==> src/source/bitmanip_pkg.sv <==
package bitmanip_pkg;

    localparam int xlen       = 32;  // rv32 only
    localparam int n_checkers = 4;   // peers sharing the spec bus

    typedef logic [xlen-1:0] xlen_t;        // register and pc values
    typedef logic [31:0]     insn_t;        // raw instruction word
    typedef logic [4:0]      reg_addr_t;    // register index
    typedef logic [15:0]     fail_count_t;  // saturating mismatch count

    // r-type ops, funct7 + funct3 + opcode are fixed
    localparam insn_t max_mask   = 32'hfe00707f;
    localparam insn_t max_match  = 32'h0a006033;
    localparam insn_t maxu_mask  = 32'hfe00707f;
    localparam insn_t maxu_match = 32'h0a007033;
    localparam insn_t min_mask   = 32'hfe00707f;
    localparam insn_t min_match  = 32'h0a004033;
    localparam insn_t minu_mask  = 32'hfe00707f;
    localparam insn_t minu_match = 32'h0a005033;

    localparam insn_t andn_mask  = 32'hfe00707f;
    localparam insn_t andn_match = 32'h40007033;
    localparam insn_t orn_mask   = 32'hfe00707f;
    localparam insn_t orn_match  = 32'h40006033;
    localparam insn_t xnor_mask  = 32'hfe00707f;
    localparam insn_t xnor_match = 32'h40004033;

    // unary ops, rs2 field selects the operation
    localparam insn_t clz_mask   = 32'hfff0707f;
    localparam insn_t clz_match  = 32'h60001013;
    localparam insn_t ctz_mask   = 32'hfff0707f;
    localparam insn_t ctz_match  = 32'h60101013;
    localparam insn_t cpop_mask  = 32'hfff0707f;
    localparam insn_t cpop_match = 32'h60201013;

    localparam insn_t rol_mask   = 32'hfe00707f;
    localparam insn_t rol_match  = 32'h60001033;
    localparam insn_t ror_mask   = 32'hfe00707f;
    localparam insn_t ror_match  = 32'h60005033;
    localparam insn_t rori_mask  = 32'hfe00707f;  // shamt[5] must be zero on rv32
    localparam insn_t rori_match = 32'h60005013;

endpackage

==> src/source/insn_minmax_checker.sv <==
module insn_minmax_checker #(
    parameter logic [3:0] minmax_en = 4'b1111  // max, maxu, min, minu
) (
    input  logic                 rvfi_valid,
    input  bitmanip_pkg::insn_t  rvfi_insn,
    input  bitmanip_pkg::xlen_t  rvfi_rs1_rdata,
    input  bitmanip_pkg::xlen_t  rvfi_rs2_rdata,
    output logic                 spec_valid,
    output bitmanip_pkg::xlen_t  spec_rd_wdata
);

    import bitmanip_pkg::*;

    logic  dec_max;
    logic  dec_maxu;
    logic  dec_min;
    logic  dec_minu;
    xlen_t rs1;
    xlen_t rs2;
    xlen_t result_max;
    xlen_t result_maxu;
    xlen_t result_min;
    xlen_t result_minu;

    assign dec_max  = rvfi_valid && ((rvfi_insn & max_mask) == max_match);
    assign dec_maxu = rvfi_valid && ((rvfi_insn & maxu_mask) == maxu_match);
    assign dec_min  = rvfi_valid && ((rvfi_insn & min_mask) == min_match);
    assign dec_minu = rvfi_valid && ((rvfi_insn & minu_mask) == minu_match);

    assign spec_valid = (dec_max && minmax_en[0]) ||
                        (dec_maxu && minmax_en[1]) ||
                        (dec_min && minmax_en[2]) ||
                        (dec_minu && minmax_en[3]);

    assign rs1 = rvfi_rs1_rdata;
    assign rs2 = rvfi_rs2_rdata;

    assign result_max  = ($signed(rs1) > $signed(rs2)) ? rs1 : rs2;
    assign result_min  = ($signed(rs1) < $signed(rs2)) ? rs1 : rs2;
    assign result_maxu = (rs1 > rs2) ? rs1 : rs2;  // plain vectors compare unsigned
    assign result_minu = (rs1 < rs2) ? rs1 : rs2;

    // decodes are exclusive, so an and-or mux is enough
    assign spec_rd_wdata = ({xlen{dec_max}} & result_max) |
                           ({xlen{dec_maxu}} & result_maxu) |
                           ({xlen{dec_min}} & result_min) |
                           ({xlen{dec_minu}} & result_minu);

endmodule

==> src/source/insn_logic_neg_checker.sv <==
module insn_logic_neg_checker #(
    parameter logic [2:0] logic_en = 3'b111  // andn, orn, xnor
) (
    input  logic                 rvfi_valid,
    input  bitmanip_pkg::insn_t  rvfi_insn,
    input  bitmanip_pkg::xlen_t  rvfi_rs1_rdata,
    input  bitmanip_pkg::xlen_t  rvfi_rs2_rdata,
    output logic                 spec_valid,
    output bitmanip_pkg::xlen_t  spec_rd_wdata
);

    import bitmanip_pkg::*;

    logic  dec_andn;
    logic  dec_orn;
    logic  dec_xnor;
    xlen_t result_andn;
    xlen_t result_orn;
    xlen_t result_xnor;

    assign dec_andn = rvfi_valid && ((rvfi_insn & andn_mask) == andn_match);
    assign dec_orn  = rvfi_valid && ((rvfi_insn & orn_mask) == orn_match);
    assign dec_xnor = rvfi_valid && ((rvfi_insn & xnor_mask) == xnor_match);

    assign spec_valid = (dec_andn && logic_en[0]) ||
                        (dec_orn && logic_en[1]) ||
                        (dec_xnor && logic_en[2]);

    assign result_andn = rvfi_rs1_rdata & ~rvfi_rs2_rdata;
    assign result_orn  = rvfi_rs1_rdata | ~rvfi_rs2_rdata;
    assign result_xnor = ~(rvfi_rs1_rdata ^ rvfi_rs2_rdata);

    assign spec_rd_wdata = ({xlen{dec_andn}} & result_andn) |
                           ({xlen{dec_orn}} & result_orn) |
                           ({xlen{dec_xnor}} & result_xnor);

endmodule

==> src/source/insn_count_checker.sv <==
module insn_count_checker #(
    parameter logic [2:0] count_en = 3'b111  // clz, ctz, cpop
) (
    input  logic                 rvfi_valid,
    input  bitmanip_pkg::insn_t  rvfi_insn,
    input  bitmanip_pkg::xlen_t  rvfi_rs1_rdata,
    output logic                 spec_valid,
    output bitmanip_pkg::xlen_t  spec_rd_wdata
);

    import bitmanip_pkg::*;

    logic       dec_clz;
    logic       dec_ctz;
    logic       dec_cpop;
    logic [5:0] clz_cnt;   // 0..32
    logic [5:0] ctz_cnt;
    logic [5:0] cpop_cnt;

    assign dec_clz  = rvfi_valid && ((rvfi_insn & clz_mask) == clz_match);
    assign dec_ctz  = rvfi_valid && ((rvfi_insn & ctz_mask) == ctz_match);
    assign dec_cpop = rvfi_valid && ((rvfi_insn & cpop_mask) == cpop_match);

    assign spec_valid = (dec_clz && count_en[0]) ||
                        (dec_ctz && count_en[1]) ||
                        (dec_cpop && count_en[2]);

    // highest set bit wins, scan upwards
    always_comb begin
        clz_cnt = 6'(xlen);  // zero operand
        for (int i = 0; i < xlen; i++) begin
            if (rvfi_rs1_rdata[i]) begin
                clz_cnt = 6'(xlen - 1 - i);
            end
        end
    end

    // lowest set bit wins, scan downwards
    always_comb begin
        ctz_cnt = 6'(xlen);
        for (int i = xlen - 1; i >= 0; i--) begin
            if (rvfi_rs1_rdata[i]) begin
                ctz_cnt = 6'(i);
            end
        end
    end

    always_comb begin
        cpop_cnt = '0;
        for (int i = 0; i < xlen; i++) begin
            cpop_cnt = cpop_cnt + 6'(rvfi_rs1_rdata[i]);
        end
    end

    assign spec_rd_wdata = ({xlen{dec_clz}} & xlen_t'(clz_cnt)) |
                           ({xlen{dec_ctz}} & xlen_t'(ctz_cnt)) |
                           ({xlen{dec_cpop}} & xlen_t'(cpop_cnt));

endmodule

==> src/source/insn_rotate_checker.sv <==
module insn_rotate_checker #(
    parameter logic [2:0] rotate_en = 3'b111  // rol, ror, rori
) (
    input  logic                 rvfi_valid,
    input  bitmanip_pkg::insn_t  rvfi_insn,
    input  bitmanip_pkg::xlen_t  rvfi_rs1_rdata,
    input  bitmanip_pkg::xlen_t  rvfi_rs2_rdata,
    output logic                 spec_valid,
    output bitmanip_pkg::xlen_t  spec_rd_wdata
);

    import bitmanip_pkg::*;

    logic                dec_rol;
    logic                dec_ror;
    logic                dec_rori;
    logic [4:0]          rot_amt;
    logic [2*xlen-1:0]   rot_left;   // doubled operand, upper half is the result
    logic [2*xlen-1:0]   rot_right;  // doubled operand, lower half is the result

    assign dec_rol  = rvfi_valid && ((rvfi_insn & rol_mask) == rol_match);
    assign dec_ror  = rvfi_valid && ((rvfi_insn & ror_mask) == ror_match);
    assign dec_rori = rvfi_valid && ((rvfi_insn & rori_mask) == rori_match);

    assign spec_valid = (dec_rol && rotate_en[0]) ||
                        (dec_ror && rotate_en[1]) ||
                        (dec_rori && rotate_en[2]);

    // immediate shamt for rori, rs2 low bits otherwise
    assign rot_amt = dec_rori ? rvfi_insn[24:20] : rvfi_rs2_rdata[4:0];

    assign rot_left  = {rvfi_rs1_rdata, rvfi_rs1_rdata} << rot_amt;
    assign rot_right = {rvfi_rs1_rdata, rvfi_rs1_rdata} >> rot_amt;

    always_comb begin
        if (dec_rol) begin
            spec_rd_wdata = rot_left[2*xlen-1:xlen];
        end else if (dec_ror || dec_rori) begin
            spec_rd_wdata = rot_right[xlen-1:0];
        end else begin
            spec_rd_wdata = '0;
        end
    end

endmodule

==> src/source/spec_arbiter.sv <==
module spec_arbiter (
    input  logic                                  rvfi_valid,
    input  logic [bitmanip_pkg::n_checkers-1:0]   claim_valid,
    input  bitmanip_pkg::xlen_t                   claim_wdata [bitmanip_pkg::n_checkers],
    output logic                                  sel_valid,
    output bitmanip_pkg::xlen_t                   sel_rd_wdata,
    output logic                                  unclaimed
);

    import bitmanip_pkg::*;

    assign sel_valid = |claim_valid;
    assign unclaimed = rvfi_valid && !(|claim_valid);  // nobody knows this insn

    // fixed priority, lowest index wins
    always_comb begin
        sel_rd_wdata = '0;
        for (int i = n_checkers - 1; i >= 0; i--) begin
            if (claim_valid[i]) begin
                sel_rd_wdata = claim_wdata[i];
            end
        end
    end

    // match patterns of the checkers must never overlap
    always_comb begin
        if (rvfi_valid) begin
            claims_onehot: assert ($onehot0(claim_valid))
                else $error("spec_arbiter: several checkers claim insn, claims %b",
                            claim_valid);
        end
    end

endmodule

==> src/source/retire_comparator.sv <==
module retire_comparator (
    input  logic                       clk,
    input  logic                       rst_n,
    input  logic                       sel_valid,
    input  bitmanip_pkg::xlen_t        sel_rd_wdata,
    input  logic                       unclaimed,
    input  bitmanip_pkg::insn_t        rvfi_insn,
    input  bitmanip_pkg::xlen_t        rvfi_pc_rdata,
    input  bitmanip_pkg::reg_addr_t    rvfi_rd_addr,
    input  bitmanip_pkg::xlen_t        rvfi_rd_wdata,
    input  bitmanip_pkg::xlen_t        rvfi_pc_wdata,
    output logic                       check_valid,
    output logic                       check_fail,
    output logic                       unknown_insn,
    output bitmanip_pkg::fail_count_t  fail_count
);

    import bitmanip_pkg::*;

    reg_addr_t exp_rd_addr;
    xlen_t     exp_rd_wdata;
    logic      s1_valid;
    logic      s1_unclaimed;
    reg_addr_t s1_exp_rd_addr;
    xlen_t     s1_exp_rd_wdata;
    xlen_t     s1_exp_pc_wdata;
    reg_addr_t s1_rd_addr;
    xlen_t     s1_rd_wdata;
    xlen_t     s1_pc_wdata;
    logic      mismatch;

    assign exp_rd_addr  = rvfi_insn[11:7];
    assign exp_rd_wdata = (exp_rd_addr == '0) ? '0 : sel_rd_wdata;  // x0 reads as zero

    always_ff @(posedge clk) begin
        if (!rst_n) begin
            s1_valid     <= 1'b0;
            s1_unclaimed <= 1'b0;
        end else begin
            s1_valid     <= sel_valid;
            s1_unclaimed <= unclaimed;
        end
    end

    always_ff @(posedge clk) begin
        s1_exp_rd_addr  <= exp_rd_addr;
        s1_exp_rd_wdata <= exp_rd_wdata;
        s1_exp_pc_wdata <= rvfi_pc_rdata + xlen_t'(4);  // no branches in zbb
        s1_rd_addr      <= rvfi_rd_addr;
        s1_rd_wdata     <= rvfi_rd_wdata;
        s1_pc_wdata     <= rvfi_pc_wdata;
    end

    assign mismatch = (s1_rd_addr != s1_exp_rd_addr) ||
                      (s1_rd_wdata != s1_exp_rd_wdata) ||
                      (s1_pc_wdata != s1_exp_pc_wdata);

    always_ff @(posedge clk) begin
        if (!rst_n) begin
            check_valid  <= 1'b0;
            check_fail   <= 1'b0;
            unknown_insn <= 1'b0;
            fail_count   <= '0;
        end else begin
            check_valid  <= s1_valid;
            check_fail   <= s1_valid && mismatch;
            unknown_insn <= s1_unclaimed;
            if (s1_valid && mismatch && (fail_count != '1)) begin
                fail_count <= fail_count + 1'b1;  // sticks at all ones
            end
        end
    end

    // each fail pulse is a checked retirement and is counted once
    fail_needs_check: assert property (@(posedge clk) disable iff (!rst_n)
        check_fail |-> check_valid &&
                       ((fail_count == '1) || (fail_count == $past(fail_count) + 1'b1)));

    // arbiter never raises both sel_valid and unclaimed
    check_or_unknown: assert property (@(posedge clk) disable iff (!rst_n)
        !(check_valid && unknown_insn));

endmodule

==> src/source/bitmanip_spec_monitor.sv <==
module bitmanip_spec_monitor #(
    parameter logic [3:0] minmax_en = 4'b1111,
    parameter logic [2:0] logic_en  = 3'b111,
    parameter logic [2:0] count_en  = 3'b111,
    parameter logic [2:0] rotate_en = 3'b111
) (
    input  logic                       clk,
    input  logic                       rst_n,
    input  logic                       rvfi_valid,
    input  bitmanip_pkg::insn_t        rvfi_insn,
    input  bitmanip_pkg::xlen_t        rvfi_pc_rdata,
    input  bitmanip_pkg::xlen_t        rvfi_rs1_rdata,
    input  bitmanip_pkg::xlen_t        rvfi_rs2_rdata,
    input  bitmanip_pkg::reg_addr_t    rvfi_rd_addr,
    input  bitmanip_pkg::xlen_t        rvfi_rd_wdata,
    input  bitmanip_pkg::xlen_t        rvfi_pc_wdata,
    output logic                       check_valid,
    output logic                       check_fail,
    output logic                       unknown_insn,
    output bitmanip_pkg::fail_count_t  fail_count
);

    import bitmanip_pkg::*;

    logic [n_checkers-1:0] claim_valid;              // one per checker
    xlen_t                 claim_wdata [n_checkers];
    logic                  sel_valid;
    xlen_t                 sel_rd_wdata;
    logic                  unclaimed;

    insn_minmax_checker #(.minmax_en(minmax_en)) u_minmax (
        .rvfi_valid     (rvfi_valid),
        .rvfi_insn      (rvfi_insn),
        .rvfi_rs1_rdata (rvfi_rs1_rdata),
        .rvfi_rs2_rdata (rvfi_rs2_rdata),
        .spec_valid     (claim_valid[0]),
        .spec_rd_wdata  (claim_wdata[0])
    );

    insn_logic_neg_checker #(.logic_en(logic_en)) u_logic_neg (
        .rvfi_valid     (rvfi_valid),
        .rvfi_insn      (rvfi_insn),
        .rvfi_rs1_rdata (rvfi_rs1_rdata),
        .rvfi_rs2_rdata (rvfi_rs2_rdata),
        .spec_valid     (claim_valid[1]),
        .spec_rd_wdata  (claim_wdata[1])
    );

    insn_count_checker #(.count_en(count_en)) u_count (
        .rvfi_valid     (rvfi_valid),
        .rvfi_insn      (rvfi_insn),
        .rvfi_rs1_rdata (rvfi_rs1_rdata),
        .spec_valid     (claim_valid[2]),
        .spec_rd_wdata  (claim_wdata[2])
    );

    insn_rotate_checker #(.rotate_en(rotate_en)) u_rotate (
        .rvfi_valid     (rvfi_valid),
        .rvfi_insn      (rvfi_insn),
        .rvfi_rs1_rdata (rvfi_rs1_rdata),
        .rvfi_rs2_rdata (rvfi_rs2_rdata),
        .spec_valid     (claim_valid[3]),
        .spec_rd_wdata  (claim_wdata[3])
    );

    spec_arbiter u_arbiter (
        .rvfi_valid   (rvfi_valid),
        .claim_valid  (claim_valid),
        .claim_wdata  (claim_wdata),
        .sel_valid    (sel_valid),
        .sel_rd_wdata (sel_rd_wdata),
        .unclaimed    (unclaimed)
    );

    retire_comparator u_comparator (
        .clk           (clk),
        .rst_n         (rst_n),
        .sel_valid     (sel_valid),
        .sel_rd_wdata  (sel_rd_wdata),
        .unclaimed     (unclaimed),
        .rvfi_insn     (rvfi_insn),
        .rvfi_pc_rdata (rvfi_pc_rdata),
        .rvfi_rd_addr  (rvfi_rd_addr),
        .rvfi_rd_wdata (rvfi_rd_wdata),
        .rvfi_pc_wdata (rvfi_pc_wdata),
        .check_valid   (check_valid),
        .check_fail    (check_fail),
        .unknown_insn  (unknown_insn),
        .fail_count    (fail_count)
    );

endmodule

==> config.mk <==
export PLATFORM = sky130hd
export DESIGN_NAME = bitmanip_spec_monitor
export DESIGN_NICKNAME = d
export VERILOG_FILES = /design/src/source/bitmanip_pkg.sv /design/src/source/insn_minmax_checker.sv /design/src/source/insn_logic_neg_checker.sv /design/src/source/insn_count_checker.sv /design/src/source/insn_rotate_checker.sv /design/src/source/spec_arbiter.sv /design/src/source/retire_comparator.sv /design/src/source/bitmanip_spec_monitor.sv
export SDC_FILE = /design/constraint.sdc
export NUM_CORES = 1
export LEC_CHECK = 0
export ABC_AREA = 1
export BUFFER_PORTS_ARGS = -buffer_cell sky130_fd_sc_hd__buf_4
export CAP_MARGIN = 25
export CELL_PAD_IN_SITES_DETAIL_PLACEMENT = 0
export CELL_PAD_IN_SITES_GLOBAL_PLACEMENT = 1
export CORE_MARGIN = 3
export CORE_UTILIZATION = 44
export CTS_BUF_LIST = sky130_fd_sc_hd__clkbuf_16
export DETAILED_ROUTE_END_ITERATION = 10
export HOLD_SLACK_MARGIN = 0.03
export PLACE_DENSITY = 0.88
export SYNTH_ARGS = -nofsm -noshare
export SYNTH_HDL_FRONTEND = slang
export SYNTH_SLANG_ARGS = --single-unit
==> constraint.sdc <==
create_clock -name clk -period 17.6 [get_ports clk]
set_input_delay 2.64 -clock clk [delete_from_list [all_inputs] [get_ports clk]]
set_output_delay 2.64 -clock clk [all_outputs]
set_load 0.02 [all_outputs]
## After elaboration in Yosys (flattened, before gate mapping)

Index checks and enable logic that the tools add are counted.

| storage, ports and cells | value |
|---|---|
| register bits after elaboration | 159 |
| input port bits | 200 |
| output and inout bits | 19 |
| word-level logic and storage cells | 196 |

| operators by class | value |
|---|---|
| add/subtract/negate cells | 33 |
| $lt $le $gt $ge | 4 |
| equality and inequality tests | 17 |
| shifts and indexed selects | 2 |
| muxes and demuxes | 75 |
| bitwise gates (word level) | 22 |
| reductions and logical operators | 31 |

Operator list:

| operator | number |
|---|---|
| $mux 6 | 64 |
| $mux 32 | 10 |
| $and 32x32->32 | 8 |
| $or 32x32->32 | 8 |
| $add 6x1->6 | 30 |
| $eq 17x16->1 const B | 6 |
| $and 32x6->32 | 3 |
| $eq 17x13->1 const B | 4 |
| $eq 22x21->1 const B | 3 |
| $gt 32x32->1 | 2 |
| $lt 32x32->1 | 2 |
| $ne 32x32->1 | 2 |
| $not 32->32 | 2 |
| $shl 64x5->64 | 1 |
| $shr 64x5->32 | 1 |
| $add 32x3->32 const B | 1 |
| $xor 32x32->32 | 1 |
| $add 16x1->16 const B | 1 |
| $logic_and 1x1->1 | 16 |
| $ne 16x16->1 const B | 1 |
| $logic_or 1x1->1 | 12 |
| $logic_not 5->1 | 1 |
| $mux 5 | 1 |
| $ne 5x5->1 | 1 |
| 3 further kinds | 3 |

## Depth between registers and ports, before layout

Gate-level depths: netlist of the first run.

| logic depth | value |
|---|---|
| depth after elaboration | 38 |
| mapped depth | 34 |
| gate-level depth less buffers | 34 |

## By module

A second synthesis of the first run with hierarchy kept.

| second synthesis, totals | value |
|---|---|
| cell total of the unflattened synthesis | 3010 |
| area total of the unflattened synthesis | 18383.9 um^2 |

By module, submodules not included:

| module | times used | cells an instance | area each (um^2) | sequential area each (um^2) |
|---|---|---|---|---|
| retire_comparator | 1 | 814 | 6155.9 | 3183.1 |
| insn_rotate_checker | 1 | 837 | 4047.6 | 0.0 |
| insn_minmax_checker | 1 | 435 | 2646.3 | 0.0 |
| insn_logic_neg_checker | 1 | 341 | 2282.2 | 0.0 |
| insn_count_checker | 1 | 295 | 1809.2 | 0.0 |
| spec_arbiter | 1 | 288 | 1442.6 | 0.0 |

## Worst setup path before layout of the first run

OpenSTA, ideal clock, no wires.

| timing path | value |
|---|---|
| kind | input to register |
| from | input rvfi_rs1_rdata[1] |
| to | register u_comparator.s1_exp_rd_wdata[4] |
| setup time | 125 ps |
| data arrival time | 7585 ps |
| data required time | 17475 ps |
| slack | 9891 ps |
| stages on the path | 18 |
| buffers on the path | 0 |
| cell sequence | inv_1 > ha_1 > inv_1 > fa_1 > fa_1 > fa_1 > fa_1 > fa_1 > fa_1 > fa_1 > fa_1 > o31ai_1 > xor2_1 > nor2_1 > a41oi_1 > o211ai_1 > a21boi_1 > nor3_1 |

| between the ends | value |
|---|---|
| word-level cells in the longest chain between the ends | 37 |
| elaborated cells on any way between the ends | 92 |
| classes of those cells | add/sub: 31; order compare: 4; shift: 2; mux: 43; bitwise: 12 |

Ends and longest elaborated chain:

| item | RTL line | text |
|---|---|---|
| start, declared | bitmanip_spec_monitor.sv:12 | `input bitmanip_pkg::xlen_t rvfi_rs1_rdata,` |
| parallel branches: the longest is 36 deep, another holds $add 6x1->6 | - |  |
| $mux 32 * | spec_arbiter.sv:19 | `if (claim_valid[i]) begin` |
| end signal, assigned | retire_comparator.sv:47 | `s1_exp_rd_wdata <= exp_rd_wdata;` |
| end, declared | retire_comparator.sv:25 | `xlen_t s1_exp_rd_wdata;` |

Mark *: on every way between the ends.
A chain may end at the register's enable or synchronous reset.

## Worst setup path in the final report of the first run

Ends and elaborated chain as after synthesis.

==> results of run 1 <==
==> cell type report <==
type	instances	area, µm²
clock buffer	17	425
clock inverter	15	185
multi-input combinational	1519	9040
sequential	159	3180
tap	390	488
timing repair buffer	229	1720
fill	3077	14000
inverter	276	1040
==> worst max-delay path by stage <==
| stage | start | end | slack, ps | cells past startpoint |
|---|---|---|---|---|
| after global placement | rvfi_rs1_rdata[1] | u_comparator.s1_exp_rd_wdata[4]$_SDFF_PN0_ | 8980 | 19 |
| after global routing | rvfi_rs1_rdata[1] | u_comparator.s1_exp_rd_wdata[4]$_SDFF_PN0_ | 9190 | 19 |
| after floorplan | rvfi_rs1_rdata[1] | u_comparator.s1_exp_rd_wdata[4]$_SDFF_PN0_ | 9890 | 18 |
| after CTS | rvfi_rs1_rdata[1] | u_comparator.s1_exp_rd_wdata[4]$_SDFF_PN0_ | 9410 | 19 |
| final | rvfi_rs1_rdata[1] | u_comparator.s1_exp_rd_wdata[4]$_SDFF_PN0_ | 9330 | 19 |
| after detailed placement | rvfi_rs1_rdata[1] | u_comparator.s1_exp_rd_wdata[4]$_SDFF_PN0_ | 9010 | 19 |
==> layout by cell type (no fill, tap or decap), drive strengths merged, types with 4 or more instances in the layout <==
cell     Yosys  routed
o21ai      288     288
nand2      285     285
inv        274     280
buf         33     229
nor2       212     212
a21oi      164     164
dfxtp      159     159
ha          76      76
or2         67      67
nand3       63      63
xnor2       51      51
o221ai      46      46
o211ai      40      40
xor2        34      34
nor3        31      31
a211oi      27      27
fa          24      24
o21a        23      23
o22ai       21      21
nand4       20      20
clkbuf      68      17
nor4        11      11
clkinv       2      10
nor3b        6       6
o2111ai      4       4
a221oi       4       4
==> worst max-delay path: stages <==
cell and delay (ps):
buf_4 160, inv_1 250, ha_1 300, inv_1 70
fa_1 430, fa_1 510, fa_1 570, fa_1 450
fa_1 550, fa_1 440, fa_1 420, fa_1 430
o31ai_1 320, xor2_1 180, nor2_1 70, a41oi_1 160
o211ai_1 130, a21boi_1 430, nor3_1 80
==> cells in the mapped netlist (27+ instances only) <==
cell type / instances / area [µm²]
o21ai_1: 162 / 811
o221ai_1: 46 / 403
nor3_1: 29 / 145
o211ai_1: 40 / 300
xnor2_1: 51 / 447
nand3_1: 63 / 315
inv_1: 246 / 923
a211oi_1: 27 / 203
clkbuf_1: 68 / 255
inv_2: 28 / 105
nand2_1: 281 / 1050
dfxtp_1: 159 / 3180
nor2_1: 210 / 788
o21ai_0: 123 / 616
a21oi_1: 164 / 821
ha_1: 76 / 951
or2_1: 54 / 338
xor2_1: 34 / 298
==> where the power goes <==
part	leakage [nW]	switching (mW)	internal, mW
Sequential	1.32	0.00594	0.373
Combinational	5.70	0.275	0.176
Clock	0.293	0.175	0.193
==> layer usage <==
metal | GRT usage (%) | up-vias | share of wire (%) | wire length [µm]
met2 | 54.2 | 733 | 46 | 25700
met4 | 14.7 | 0 | 5.0 | 2750
met3 | 7.17 | 140 | 9.0 | 4980
met1 | 39.1 | 6839 | 40 | 21900
li1 | - | 7222 | - | -
met5 | 0 | - | 0 | 0
==> sequential cells by signal (all words and copies together), names as in the netlist <==
| name | count |
|---|---|
| u_comparator.s1_pc_wdata | 32 |
| u_comparator.s1_unclaimed | 1 |
| u_comparator.s1_exp_pc_wdata | 32 |
| u_comparator.s1_exp_rd_wdata | 32 |
| u_comparator.unknown_insn | 1 |
| u_comparator.s1_rd_addr | 5 |
| u_comparator.check_valid | 1 |
| u_comparator.s1_rd_wdata | 32 |
| u_comparator.s1_exp_rd_addr | 5 |
| u_comparator.check_fail | 1 |
| u_comparator.s1_valid | 1 |
| u_comparator.fail_count | 16 |
==> cell families after synthesis <==
| group | Yosys count | synth area share, % |
|---|---|---|
| compound gates | 633 | 27.1 |
| xor+xnor | 85 | 5.47 |
| fa+ha+maj | 100 | 10.5 |
| buf+inv | 377 | 10.9 |
| flops | 159 | 23.4 |
| simple gates | 701 | 22.7 |
==> results.cfg, run 1 <==
[synth]
synth_nets = 2355
async_reset_ff_share_pct = 0
avgSynthCellArea_um2 = 6.63
synth.distinct_cells = 54
yosys_warnings = 0
synth-seq-cells = 159
synth_edf_count = 0
ys_seq_area_share_pct = 23.4
synthesis.instances = 2055
synth_ff_type = dfxtp_1
syn-cell-area_um2 = 13600

[floorplanning]
die-area_um2 = 33100
start_util_pct = 45.3
fp.dieW_um = 182
pin_count = 219
dieHeight_um = 182
core_um2 = 30000
row_count = 63

[global_route]
grt_pass1_vias = 14019
antenna_found_initial = 0
grt_pass1_wl_um = 81700
grt_usage_pct = 32.2
grt-ovfl-total = 0
grt_max_degree = 105

[setup_path]
critical_path_class = input port to flop
start_kind = input port
arrival_ps = 8580
rr_startpoint = u_comparator.s1_exp_rd_wdata[22]$_SDFF_PN0_
endpoint_kind = flop
required_ps = 17910
reg2regPathDepth = 16
ff2ff_setup_slack_ps = 14630
cp_max_fo = 9
reg2reg_to = u_comparator.fail_count[15]$_SDFFE_PN0P_

[route]
drc = 0
drt_wl_total_um = 55300
via_per_inst = 5.73
wl_per_cell_um = 21.2
drt_iter0_markers = 1519
ant_nets = 0
vias = 14934
first_pass_iters = 7

[timing]
finalHoldViolations = 0
finalCritPeriodShare_pct = 47.0
finalSetupViolations = 0
maxSlewHeadroom_pct = 31.7
rsz0062_at_grt = false
finalClockSkew_ps = 12.8
fin_crit_ps = 8270
setup_tns_ps = 0
slew_viol_final = 0
tightest_slew_ps = 1020
whs_ps = 425
fmax_ghz = 0.121
fin_ws_ps = 9330

[run_status]
run_status = complete, no violations

[cts]
path_clk_slew_ps = 80
cts_sinks = 159
cts_resized = 0
cts_hold_buf = 0
cts_made_buffers = 17
tritoncts = done
htreeDepth = 4
root_buffer = clkbuf_16
clock_latency_ps = 430
max-clock-path-buffers = 2
post_cts.repair.setup_buffers = 0

[final_layout]
layout.nets = 2502
fin_util_pct = 53.5
antennaDiodeCount = 0
finalNonFillerCells = 2605
area_delta_synth_final_pct = 18.0
fin_area_um2 = 16100
drive_gt1_share_pct = 14.7

[placement]
place_congestion = 1.03
pre_cts_ws_ps = 9010
hpwl_um = 43400
io_buffers = 213
dp_cells = 2573
dpl-instance-area_um2 = 15500

[hold_path]
worstHoldStart = u_comparator.s1_unclaimed$_SDFF_PN0_
worst_hold_path_type = flop to flop
hold-path-endpoint = u_comparator.unknown_insn$_SDFF_PN0_
holdPathStages = 2

[power]
power_density_nw_per_um2 = 74.5
power_mw = 1.20
p_leak_nw = 7.32
ir_drop_mv = 0.0856

[flow_run]
max-cap-violations = 0
Power figures use the tool's default switching activity.
==> run 2: changes to the inputs <==
--- a/config.mk
+++ b/config.mk
@@ -11,11 +11,11 @@
 export CELL_PAD_IN_SITES_DETAIL_PLACEMENT = 0
 export CELL_PAD_IN_SITES_GLOBAL_PLACEMENT = 1
 export CORE_MARGIN = 3
-export CORE_UTILIZATION = 44
+export CORE_UTILIZATION = 37
 export CTS_BUF_LIST = sky130_fd_sc_hd__clkbuf_16
 export DETAILED_ROUTE_END_ITERATION = 10
 export HOLD_SLACK_MARGIN = 0.03
-export PLACE_DENSITY = 0.88
+export PLACE_DENSITY = 0.79
 export SYNTH_ARGS = -nofsm -noshare
 export SYNTH_HDL_FRONTEND = slang
 export SYNTH_SLANG_ARGS = --single-unit
==> constraint.sdc (replaced) <==
create_clock -name clk -period 7.3 [get_ports clk]
set_input_delay 1.095 -clock clk [delete_from_list [all_inputs] [get_ports clk]]
set_output_delay 1.095 -clock clk [all_outputs]
set_load 0.02 [all_outputs]
==> results.cfg, run 2 (synthesis gave the netlist of run 1 again) <==
[run_status]
run_status = complete, no violations

[timing]
finalHoldViolations = 0
finalCritPeriodShare_pct = 88.0
finalClockSkew_ps = 20.6
slew_viol_final = 0
fmax_ghz = 0.156
tightest_slew_ps = 1070
setup_tns_ps = 0
maxSlewHeadroom_pct = 28.3
rsz0062_at_grt = false
fin_crit_ps = 6420
finalSetupViolations = 0

[setup_path]
endpoint_kind = flop
start_kind = input port
reg2regPathDepth = 16
critical_path_class = input port to flop
rr_startpoint = u_comparator.s1_exp_rd_wdata[2]$_SDFF_PN0_
ff2ff_setup_slack_ps = 4400
required_ps = 7610
arrival_ps = 6730
cp_max_fo = 9
reg2reg_to = u_comparator.fail_count[15]$_SDFFE_PN0P_

[power]
combPwrFrac_pct = 37.9
ir_drop_mv = 0.136
p_int_mw = 1.86
pwr-share-seq_pct = 31.7
p_leak_nw = 7.35
clkPwrFrac_pct = 30.4
power_mw = 2.88
power_switching_mw = 1.02
power_density_nw_per_um2 = 178
p_sw_share_pct = 35.5

[route]
via_per_inst = 5.52
drt_wl_total_um = 55600
ant_nets = 0
drc = 0
drt_iter0_markers = 1683
vias = 14803
wl_per_cell_um = 20.7
first_pass_iters = 7

[final_layout]
layout.nets = 2510
mostFrequentLayoutCells = nand2_1 (280), inv_1 (246), buf_4 (235)
finalNonFillerCells = 2680
nFillCells = 3767
layout_commonest_cell = nand2_1
antennaDiodeCount = 0
final-seq-area_um2 = 3180
multi_input_area_um2 = 9040
area_delta_synth_final_pct = 19.0
drive_gt1_share_pct = 14.8
fin_area_um2 = 16200

[floorplanning]
start_util_pct = 37.9
row_count = 69
core_um2 = 35900
die-area_um2 = 39100
fp.dieW_um = 198
dieHeight_um = 198
pin_count = 219

[global_route]
antenna_found_initial = 1
grt_pass1_wl_um = 80500
grt-ovfl-total = 0
grt_pass1_vias = 13551
grt_max_degree = 73
grt_usage_pct = 27.3

[placement]
dp_cells = 2651
place_congestion = 1.04
dpl-instance-area_um2 = 15600
io_buffers = 213
hpwl_um = 44300

[cts]
cts_hold_buf = 0
cts_resized = 0
root_buffer = clkbuf_16
path_clk_slew_ps = 70
cts_made_buffers = 17
post_cts.repair.setup_buffers = 0
clock_latency_ps = 430
tritoncts = done
cts_sinks = 159
max-clock-path-buffers = 2
htreeDepth = 4

[flow_run]
max-cap-violations = 0

[hold_path]
hold-path-endpoint = u_comparator.unknown_insn$_SDFF_PN0_
worstHoldStart = u_comparator.s1_unclaimed$_SDFF_PN0_
worst_hold_path_type = flop to flop
holdPathStages = 2
==> run 2: worst max path at each step <==
stage | start | end | cells past startpoint
after global placement | rvfi_rs1_rdata[1] | u_comparator.s1_exp_rd_wdata[4]$_SDFF_PN0_ | 19
final | rvfi_rs1_rdata[1] | u_comparator.s1_exp_rd_wdata[4]$_SDFF_PN0_ | 19
after detailed placement | rvfi_rs1_rdata[1] | u_comparator.s1_exp_rd_wdata[4]$_SDFF_PN0_ | 19
after floorplan | rvfi_rs1_rdata[1] | u_comparator.s1_exp_rd_wdata[4]$_SDFF_PN0_ | 18
after global routing | rvfi_rs1_rdata[1] | u_comparator.s1_exp_rd_wdata[4]$_SDFF_PN0_ | 19
after CTS | rvfi_rs1_rdata[1] | u_comparator.s1_exp_rd_wdata[4]$_SDFF_PN0_ | 19
==> run 2: cell type report <==
cell class | instances | share of cell area [%]
clock buffer | 17 | 2.62
clock inverter | 11 | 0.888
inverter | 276 | 6.39
multi-input combinational | 1519 | 55.8
sequential | 159 | 19.6
tap | 461 | 3.56
timing repair buffer | 237 | 11.1
==> run 2: power by group through the flow <==
| stage | logic (mW) | clock network [mW] | registers, mW |
|---|---|---|---|
| 4_1_cts | 1.07 | 0.896 | 0.915 |
| 3_3_place_gp | 1.06 | 0 | 0.934 |
| 6_report | 1.09 | 0.876 | 0.915 |
| 2_1_floorplan | 0.717 | 0 | 0.932 |
| 3_5_place_dp | 1.06 | 0 | 0.934 |
| 5_1_grt | 1.20 | 0.927 | 0.918 |
==> run 2: worst max-delay path, cell delays in order <==
cell	delay, ps
buf_4	160
inv_1	180
ha_1	270
inv_1	80
fa_1	440
fa_1	490
fa_1	550
fa_1	450
fa_1	560
fa_1	440
fa_1	430
fa_1	420
o31ai_1	360
xor2_1	210
nor2_1	70
a41oi_1	170
o211ai_1	120
a21boi_1	180
nor3_1	60
==> run 2: through the flow <==
step,setup WS (ps),util (%),hold slack (ps)
6_report,876,45.1,421
5_1_grt,687,45.1,438
4_1_cts,902,45.1,422
3_5_place_dp,477,43.5,407
3_3_place_gp,576,43.5,397
2_1_floorplan,1140,-,390
==> run 2: routing by layer <==
metal	global-route usage [%]	routed length (µm)	vias to the layer above
li1	-	-	7218
met1	34.6	22900	6734
met2	44.5	25200	710
met3	5.31	4410	141
met4	13.2	3150	0
met5	0	0	-
